### config.mk
export PLATFORM = sky130hd
export DESIGN_NAME = spi_reg_top
export DESIGN_NICKNAME = d
export VERILOG_FILES = /design/src/design/spi_pkg.sv /design/src/design/reg_pkg.sv /design/src/design/spi_input_sync.sv /design/src/design/spi_device_transceiver.sv /design/src/design/spi_frame_decoder.sv /design/src/design/reg_bank.sv /design/src/design/spi_reg_top.sv
export VERILOG_INCLUDE_DIRS = /design/src /design/src/include
export SDC_FILE = /design/constraint.sdc
export NUM_CORES = 1
export LEC_CHECK = 0
export BUFFER_PORTS_ARGS = -buffer_cell sky130_fd_sc_hd__buf_4
export CAP_MARGIN = 20
export CELL_PAD_IN_SITES_DETAIL_PLACEMENT = 0
export CELL_PAD_IN_SITES_GLOBAL_PLACEMENT = 1
export CORE_ASPECT_RATIO = 1.1
export CORE_MARGIN = 2
export CORE_UTILIZATION = 56
export DETAILED_ROUTE_END_ITERATION = 7
export PLACE_DENSITY = 0.94
export SKIP_CTS_REPAIR_TIMING = 1
export SYNTH_ARGS = -nofsm -noshare
export SYNTH_HDL_FRONTEND = slang
export SYNTH_SLANG_ARGS = --single-unit
### constraint.sdc
create_clock -name clk -period 5.35 [get_ports clk]
set_clock_uncertainty 0.2 [all_clocks]
set_input_delay 0.8025 -clock clk [delete_from_list [all_inputs] [get_ports clk]]
set_output_delay 0.8025 -clock clk [all_outputs]
set_load 0.02 [all_outputs]
### src/include/spi_reg_config.svh
`ifndef SPI_REG_CONFIG_SVH
`define SPI_REG_CONFIG_SVH

// Register bank geometry.
`define REG_COUNT 16                // Registers in the bank.
`define REG_ADDR_W 4                // Bits to index REG_COUNT entries.

// Oversampling front end.
`define SYNC_STAGES 3               // Flops per pin synchronizer.

// Fixed register map.
`define GPIO_IN_ADDR 1              // Read-only input pin register.

`endif

### src/design/spi_pkg.sv
`default_nettype none

package spi_pkg;

	// One clk cycle of pin activity seen after synchronization.
	typedef struct packed {
		logic mosi;                 // Synchronized MOSI level.
		logic sck_rise;             // SCK went high this cycle.
		logic cs_fall;              // Frame start.
		logic cs_rise;              // Frame end.
	} spi_events_t;

	typedef struct packed {
		logic [7:0] data;           // Assembled byte, MSB first on the wire.
		logic       valid;          // One-cycle strobe per byte.
	} rx_byte_t;

	typedef struct packed {
		logic [7:0] data;           // Next byte to shift onto MISO.
		logic       load;           // Replace the shift register now.
	} tx_byte_t;

endpackage

`default_nettype wire

### src/design/reg_pkg.sv
`default_nettype none
`include "spi_reg_config.svh"

package reg_pkg;

	// ==============================
	// Command byte, byte 0 of every frame
	// ==============================

	typedef struct packed {
		logic       read;           // Bit 7, set for a read frame.
		logic [6:0] addr;           // Start address, only low bits used.
	} cmd_fields_t;

	// Same word as the transceiver sees it and as the decoder reads it.
	typedef union packed {
		logic [7:0]  raw;           // Plain received data.
		cmd_fields_t fields;        // Decoded command view.
	} cmd_byte_u;

	// ==============================
	// Register bank write port
	// ==============================

	typedef struct packed {
		logic                   write;  // One-cycle write strobe.
		logic [`REG_ADDR_W-1:0] addr;   // Target register.
		logic [7:0]             wdata;  // Byte to store.
	} reg_access_t;

endpackage

`default_nettype wire

### src/design/spi_input_sync.sv
`timescale 1ns/10ps
`default_nettype none
`include "spi_reg_config.svh"

module spi_input_sync (
	input wire clk,
	input wire reset,
	input wire spi_sck,
	input wire spi_mosi,
	input wire spi_cs_n,
	output spi_pkg::spi_events_t events
);

	// ==============================
	// Pin synchronizers
	// ==============================

	logic [`SYNC_STAGES-1:0] sck_sync;      // Oldest sample at the top bit.
	logic [`SYNC_STAGES-1:0] mosi_sync;
	logic [`SYNC_STAGES-1:0] cs_n_sync;
	logic sck_s;                            // Chain outputs.
	logic mosi_s;
	logic cs_n_s;
	logic sck_hist;                         // Previous synchronized levels.
	logic cs_n_hist;

	assign sck_s  = sck_sync[`SYNC_STAGES-1];
	assign mosi_s = mosi_sync[`SYNC_STAGES-1];
	assign cs_n_s = cs_n_sync[`SYNC_STAGES-1];

	always_ff @(posedge clk) begin
		if (reset) begin
			sck_sync  <= '0;
			mosi_sync <= '0;
			cs_n_sync <= '1;                // Bus idle, device deselected.
			sck_hist  <= 1'b0;
			cs_n_hist <= 1'b1;
			events    <= '0;
		end else begin
			sck_sync  <= {sck_sync[`SYNC_STAGES-2:0], spi_sck};
			mosi_sync <= {mosi_sync[`SYNC_STAGES-2:0], spi_mosi};
			cs_n_sync <= {cs_n_sync[`SYNC_STAGES-2:0], spi_cs_n};
			sck_hist  <= sck_s;
			cs_n_hist <= cs_n_s;
			// Edge detect, registered so all fields line up.
			events.mosi     <= mosi_s;
			events.sck_rise <= sck_s & ~sck_hist;
			events.cs_fall  <= cs_n_hist & ~cs_n_s;
			events.cs_rise  <= ~cs_n_hist & cs_n_s;
		end
	end

endmodule

`default_nettype wire

### src/design/spi_device_transceiver.sv
`timescale 1ns/10ps
`default_nettype none

module spi_device_transceiver (
	input wire clk,
	input wire reset,
	input wire spi_pkg::spi_events_t events,
	input wire spi_pkg::tx_byte_t tx,
	output spi_pkg::rx_byte_t rx,
	output logic spi_miso
);

	// ==============================
	// Shift engine
	// ==============================

	logic [2:0] bit_count;          // Bits of the current byte seen so far.
	logic [7:0] rx_shift;           // Receive shift register.
	logic [7:0] tx_shift;           // Transmit shift register, MSB on MISO.
	logic [7:0] rx_data;            // Last complete byte.
	logic       rx_valid;           // Byte strobe.
	logic       last_bit;           // Eighth bit arriving this cycle.

	assign last_bit = events.sck_rise && (bit_count == 3'd7);
	assign spi_miso = tx_shift[7];  // MSB first.

	always_ff @(posedge clk) begin
		if (reset) begin
			bit_count <= 3'd0;
			tx_shift  <= 8'h00;     // Keeps MISO low out of reset.
			rx_valid  <= 1'b0;
		end else begin
			rx_valid <= last_bit;   // Pulse one cycle after the last SCK rise.

			if (events.cs_fall) begin
				bit_count <= 3'd0;  // Realign to the byte boundary.
				tx_shift  <= tx.data;
			end else if (events.sck_rise) begin
				bit_count <= bit_count + 3'd1;
				tx_shift  <= {tx_shift[6:0], 1'b0};
			end

			// A fresh byte from the decoder overrides the shift.
			if (tx.load)
				tx_shift <= tx.data;
		end
	end

	// Receive data path.
	always_ff @(posedge clk) begin
		if (events.sck_rise)
			rx_shift <= {rx_shift[6:0], events.mosi};
		if (last_bit)
			rx_data <= {rx_shift[6:0], events.mosi};
	end

	assign rx.data  = rx_data;
	assign rx.valid = rx_valid;

	// Bytes are eight SCK rises apart, so strobes never touch.
	rx_valid_single: assert property (
		@(posedge clk) disable iff (reset)
		rx_valid |=> !rx_valid
	);

endmodule

`default_nettype wire

### src/design/spi_frame_decoder.sv
`timescale 1ns/10ps
`default_nettype none
`include "spi_reg_config.svh"

module spi_frame_decoder (
	input wire clk,
	input wire reset,
	input wire spi_pkg::spi_events_t events,
	input wire spi_pkg::rx_byte_t rx,
	output spi_pkg::tx_byte_t tx,
	output reg_pkg::reg_access_t access,
	output logic [`REG_ADDR_W-1:0] rd_addr,
	input wire [7:0] rd_data
);

	// ==============================
	// Frame state
	// ==============================

	reg_pkg::cmd_byte_u cmd;                // Received byte as a command.
	logic expect_cmd;                       // Next byte is byte 0.
	logic frame_is_read;                    // Latched from the command.
	logic [`REG_ADDR_W-1:0] addr;           // Current register pointer.
	logic [`REG_ADDR_W-1:0] addr_next;      // Pointer after wrap.
	logic act_pending;                      // Access due this cycle.
	logic [7:0] wdata;                      // Held write byte.
	logic [7:0] frame_count;                // Completed frames, mod 256.

	assign cmd.raw = rx.data;

	// Wrap at the end of the bank.
	assign addr_next = (addr == `REG_ADDR_W'(`REG_COUNT - 1)) ? '0 : addr + 1'b1;

	always_ff @(posedge clk) begin
		if (reset) begin
			expect_cmd    <= 1'b1;
			frame_is_read <= 1'b0;
			addr          <= '0;
			act_pending   <= 1'b0;
			frame_count   <= 8'h00;
		end else begin
			act_pending <= 1'b0;

			// Access done, step to the next register.
			if (act_pending)
				addr <= addr_next;

			if (rx.valid) begin
				if (expect_cmd) begin
					expect_cmd    <= 1'b0;
					frame_is_read <= cmd.fields.read;
					addr          <= cmd.fields.addr[`REG_ADDR_W-1:0];  // Mod REG_COUNT.
					act_pending   <= cmd.fields.read;    // Preload first read slot.
				end else begin
					act_pending   <= 1'b1;               // Write it or fetch the next.
				end
			end

			if (events.cs_fall) begin
				expect_cmd    <= 1'b1;      // New frame, command comes first.
				frame_is_read <= 1'b0;
				act_pending   <= 1'b0;
			end

			if (events.cs_rise)
				frame_count <= frame_count + 8'd1;
		end
	end

	// Payload capture.
	always_ff @(posedge clk) begin
		if (rx.valid)
			wdata <= rx.data;
	end

	// ==============================
	// Outputs
	// ==============================

	assign rd_addr = addr;

	assign access.write = act_pending & ~frame_is_read;
	assign access.addr  = addr;
	assign access.wdata = wdata;

	// Idle value is the frame count, picked up by the transceiver on CS_N fall.
	assign tx.load = act_pending & frame_is_read;
	assign tx.data = tx.load ? rd_data : frame_count;

	// A strobe only follows a data byte of a write frame.
	write_only_in_write_frame: assert property (
		@(posedge clk) disable iff (reset)
		access.write |-> $past(rx.valid && !expect_cmd && !frame_is_read)
	);

endmodule

`default_nettype wire

### src/design/reg_bank.sv
`timescale 1ns/10ps
`default_nettype none
`include "spi_reg_config.svh"

module reg_bank (
	input wire clk,
	input wire reset,
	input wire reg_pkg::reg_access_t access,
	input wire [`REG_ADDR_W-1:0] rd_addr,
	output logic [7:0] rd_data,
	input wire [7:0] gpio_in,
	output logic [7:0] gpio_out
);

	// ==============================
	// Storage
	// ==============================

	localparam logic [`REG_ADDR_W-1:0] in_reg_addr = `REG_ADDR_W'(`GPIO_IN_ADDR);

	logic [7:0] regs [`REG_COUNT];          // Register file.
	logic       wr_en;                      // Strobe minus read-only slot.

	assign wr_en = access.write && (access.addr != in_reg_addr);

	always_ff @(posedge clk) begin
		if (reset) begin
			for (int i = 0; i < `REG_COUNT; i++)
				regs[i] <= 8'h00;           // Bank comes up all zero.
		end else if (wr_en) begin
			regs[access.addr] <= access.wdata;
		end
	end

	// ==============================
	// Read and pin mapping
	// ==============================

	// Input register is live pins, not storage.
	assign rd_data = (rd_addr == in_reg_addr) ? gpio_in : regs[rd_addr];

	assign gpio_out = regs[0];              // Register 0 drives the pins.

	// An unknown index would corrupt an arbitrary entry.
	write_addr_known: assert property (
		@(posedge clk) disable iff (reset)
		access.write |-> !$isunknown(access.addr)
	);

endmodule

`default_nettype wire

### src/design/spi_reg_top.sv
`timescale 1ns/10ps
`default_nettype none
`include "spi_reg_config.svh"

module spi_reg_top (
	input wire clk,
	input wire reset,
	input wire spi_sck,
	input wire spi_mosi,
	input wire spi_cs_n,
	output logic spi_miso,
	input wire [7:0] gpio_in,
	output logic [7:0] gpio_out
);

	// ==============================
	// Stage links
	// ==============================

	spi_pkg::spi_events_t   events;     // Sync to transceiver and decoder.
	spi_pkg::rx_byte_t      rx;         // Received bytes.
	spi_pkg::tx_byte_t      tx;         // Bytes to send.
	reg_pkg::reg_access_t   access;     // Decoder write port.
	logic [`REG_ADDR_W-1:0] rd_addr;    // Decoder read pointer.
	logic [7:0]             rd_data;    // Combinational read data.

	spi_input_sync u_sync (
		.clk      (clk),
		.reset    (reset),
		.spi_sck  (spi_sck),
		.spi_mosi (spi_mosi),
		.spi_cs_n (spi_cs_n),
		.events   (events)
	);

	spi_device_transceiver u_xcvr (
		.clk      (clk),
		.reset    (reset),
		.events   (events),
		.tx       (tx),
		.rx       (rx),
		.spi_miso (spi_miso)
	);

	spi_frame_decoder u_decoder (
		.clk      (clk),
		.reset    (reset),
		.events   (events),
		.rx       (rx),
		.tx       (tx),
		.access   (access),
		.rd_addr  (rd_addr),
		.rd_data  (rd_data)
	);

	reg_bank u_regs (
		.clk      (clk),
		.reset    (reset),
		.access   (access),
		.rd_addr  (rd_addr),
		.rd_data  (rd_data),
		.gpio_in  (gpio_in),
		.gpio_out (gpio_out)
	);

endmodule

`default_nettype wire

# After elaboration in Yosys (flattened, before gate mapping)
# Memory sizes are Yosys's and may differ from the RTL's. A register that Yosys moved wholly into a read port is not among the register bits.
# Cells that the tools add are included.
# Widths: inputs -> output; s select.
# word_totals
ram_bits,128
memories,1
word_cells,64
output_inout_bits,9
in_bits,13
register_bits,65
# op_classes
n_eq_ne,4
n_reduce_logical,7
n_bitwise,10
addsub,3
muxes,19
# memory_table
name,depth,word_bits,rd,rd_ports_with_merged_regs,write_ports,line_no,source
u_regs.regs,16,8,2,1,16,reg_bank.sv:21,logic [7:0] regs [`REG_COUNT];
# op_table
op,count
$mux 8,6
$mux 4,6
$add 8x1->8 const B,1
$reduce_or 8->1,1
$mux 1,7
$and 1x1->1,5
$not 1->1,5
$add 4x1->4 const B,1
$eq 4x1->1 const B,1
$eq 4x4->1 const B,1
$ne 4x1->1 const B,1
$add 3x1->3 const B,1
$eq 3x3->1 const B,1
$reduce_bool 3->1,1
$reduce_or 3->1,1
$logic_and 1x1->1,2
$reduce_and 2->1,1
$reduce_or 2->1,1

# Logic depth before layout (Yosys ltp)
# logic_depth
word_depth,8
ltp_mapped,8
ltp_nobuf,6

# Cells and area by module
# A second synthesis with hierarchy kept.
# hier_totals
hier_cells,631
hier_area_um2,8231.6
# modules_own_cells
module,cells_each,n_inst,seq_area_each_um2,area_per_inst_um2
reg_bank,439,1,3603.5,5764.3
spi_frame_decoder,94,1,540.5,1029.7
spi_device_transceiver,67,1,690.7,1022.2
spi_input_sync,31,1,300.3,415.4

# Worst setup path after synthesis
# Ideal clock, no wire load.
# synth_timing
path_kind,input port to flip-flop
start,input port reset
end,"memory u_regs.regs[0][0], enable pin"
t_required_ps,4824
n_path_buf,1
arrival_ps,1993
path_stages,4
setup_slack_ps,2831
setup_time_ps,326
path_cell_list,or3_1 nor4b_4 clkbuf_2 a21o_1
# synth_rtl
element,line_no,source
"start, declared",spi_reg_top.sv:7,"input wire reset,"
"end, declared",reg_bank.sv:21,

==> results.yml <==
run_status:
  status: "finished, final reports clean"
critical_path:
  max_stage_delay_ns: 0.94
  start_kind: "flip-flop"
  cp_num_buf_inv: 1
  cp_top_family: "simple AND/OR/NAND/NOR gates"
  rr_endpoint: "u_regs.regs[0][6]"
  cp.required_ns: 5.24
  r2r-start: "u_decoder.rd_addr[1]"
  cp_cell_sequence: "inv_1 -> ha_1 -> nor4b_4 -> a21o_1"
  r2r_cells: 4
  crit_type: "flip-flop to flip-flop"
  cp-startpoint: "u_decoder.rd_addr[1]"
  cp_slowest_cell: "nor4b_4"
  rrSetupSlack_ns: 2.18
  cp_max_fo: 27
  arrival_ns: 3.06
  cp-end-kind: "flip-flop"
clock_tree:
  cts_tree: "done"
  cts.sink_count: 193
  insertion_delay_ns: 0.42
  cts_buffers: 17
  path_clk_slew_ns: 0.07
  cts_root_buffer: "clkbuf_16"
  cts.htree.levels: 4
  clk_path_buf_depth: 2
timing:
  finalHoldViolations: 0
  finalWorstSetupSlack_ns: 2.18
  max_clock_freq_ghz: 0.316
  max_slew.worst_pin.slew_ns: 1.04
  relSlewSlack_pct: 29.1
  tns_ns: 0
  setup_viol: 0
  post-route-period-util_pct: 59.2
  slew_violations: 0
  period_needed_ns: 3.17
  rsz0062_at_grt: "false"
drt:
  drc_errors: 0
  drt_iter0_markers: 535
  via_per_inst: 6.12
  via_count: 4967
  post_drt_wl_per_cell_um: 22.0
  ant_nets: 0
  dr.pass1.iters: 5
  drt-total-wl_um: 17800
yosys:
  yosys_warnings: 0
  ys_types: 47
  async_flop_share_pct: 0
  synth_commonest_cells: "edfxtp_1 (151), and3_1 (106), dfxtp_1 (42)"
  netlist_instances: 608
  syn_area_per_cell_um2: 13.8
  synthFlopType: "edfxtp_1"
  yosysTopAreaCell: "edfxtp_1"
  synth_top_cell_area_share_pct: 54.0
  yosysSeqAreaShare_pct: 64.0
  yosysMostFrequentCell: "edfxtp_1"
  synth_edf_count: 151
  synth_area_leaders: "edfxtp_1 (54%), dfxtp_1 (10%), and3_1 (7.9%)"
  syn-cell-area_um2: 8400
  ys_ff_latch: 193
power_and_ir_drop:
  leakage_nw: 3.59
  ir_worst_vdd_mv: 0.228
  pwr_density_cell_nw_per_um2: 315
floorplanning:
  die_h_um: 132
  core-area_um2: 14600
  fp.dieW_um: 121
  io_pins: 22
  dieArea_um2: 16000
  rows: 46
  start_util_pct: 57.7
global_routing:
  grt_pass1_wl_um: 27600
  antenna_found_initial: 0
  grt_pass1_vias: 4903
  grt_util_all_layers_pct: 23.1
  grt_max_degree: 68
  grt_overflow: 0
layout:
  fin_util_pct: 63.1
  synthToLayoutAreaGrowth_pct: 9.41
  stdcell_area_um2: 9200
  fin_nets: 627
  n_antenna_cell: 0
  layout-drive-gt1-share_pct: 16.3
placed_design:
  placed_area_um2: 8620
  place.gp.congestion: 0.827
  dpl.hpwl_um: 11400
  port_buffers: 21
  dp_slack_ns: 1.78
worst_hold_path:
  hp-class: "flip-flop to flip-flop"
  min_to: "u_sync.events[2]"
  hold_start: "u_sync.sck_hist"
  hold_depth: 1
flow_run:
  drv_cap: 0
==> sequential cells by signal (all words and copies together), names as in the netlist <==
| name | count |
|---|---|
| u_decoder.act_pending | 1 |
| u_decoder.expect_cmd | 1 |
| u_decoder.frame_count | 8 |
| u_decoder.frame_is_read | 1 |
| u_decoder.rd_addr | 4 |
| u_decoder.wdata | 8 |
| u_regs.regs | 128 |
| u_sync.cs_n_hist | 1 |
| u_sync.cs_n_sync | 3 |
| u_sync.events | 4 |
| u_sync.mosi_sync | 3 |
| u_sync.sck_hist | 1 |
| u_sync.sck_sync | 3 |
| u_xcvr.bit_count | 3 |
| u_xcvr.rx_data | 8 |
| u_xcvr.rx_shift | 7 |
| u_xcvr.rx_valid | 1 |
| u_xcvr.tx_shift | 8 |
==> how the worst max path moves through the flow <==
stage                                   end  slack (ns)  cells after the start
after detailed placement  u_regs.regs[8][2]        1.78                      4
after CTS                 u_regs.regs[0][6]        2.23                      4
final                     u_regs.regs[0][6]        2.18                      4
after global placement    u_regs.regs[8][3]        1.98                      4
after floorplan           u_regs.regs[0][0]        2.83                      4
after global routing      u_regs.regs[0][0]        1.99                      4
==> per-stage QoR <==
step | power, mW | cells | hold slack (ns)
2_1_floorplan | 1.73 | 615 | 0.167
3_3_place_gp | 1.76 | 777 | 0.172
3_5_place_dp | 1.76 | 777 | 0.180
4_1_cts | 2.90 | 809 | 0.190
5_1_grt | 2.97 | 812 | 0.196
6_report | 2.89 | 812 | 0.187
==> power by group <==
| part | internal, mW | switching [mW] |
|---|---|---|
| combinational | 0.0251 | 0.0416 |
| clock | 0.607 | 0.555 |
| sequential | 1.65 | 0.0164 |
==> routing by layer <==
layer	up-vias	track usage [%]	share of wire [%]
li1	2293	-	-
met1	2492	30.6	41
met2	153	37.8	52
met3	29	4.83	5.0
met4	0	8.59	2.4
met5	-	0	0
==> logic make-up after synthesis <==
logic type / after synthesis / synth area share (%)
AND/OR/NAND/NOR: 215 / 15.1
flip-flops: 193 / 64.0
multiplexers: 66 / 10.7
buffers and inverters: 61 / 3.26
AO/OA/AOI/OAI: 58 / 5.14
adder cells (fa/ha/maj): 7 / 1.04
XOR/XNOR: 7 / 0.730
other: 1 / 0.0446
==> placed cells by master (no fill, tap or decap), types with 3 or more instances in the layout <==
cell type  instances
o21ai_0            6
a2111oi_0          6
a21oi_1            3
a22oi_1            7
edfxtp_1         151
a311oi_1           8
nor2_1            35
nor2b_1           11
nand4_1            4
inv_8              3
or3_1              3
buf_4             26
inv_1              5
o22ai_1            8
mux4_2            18
inv_6              3
mux2_2            13
nand2_1            9
ha_1               7
and2_1            20
conb_1             8
a21o_1            13
a211oi_1           4
clkbuf_16         17
dfxtp_1           41
or2_2              6
xor2_1             5
mux2i_1           35
nand3_1            4
and3_1           106
nor3_1             6
==> final cells by class <==
class | count | area (um^2)
Tap cell | 192 | 240
Timing Repair Buffer | 29 | 233
Multi-Input combinational cell | 361 | 2790
Clock inverter | 13 | 104
Sequential cell | 193 | 5380
Clock buffer | 19 | 433
Inverter | 5 | 18.8
Fill cell | 1055 | 5370
No activity file was read; power rests on OpenSTA's default activity.
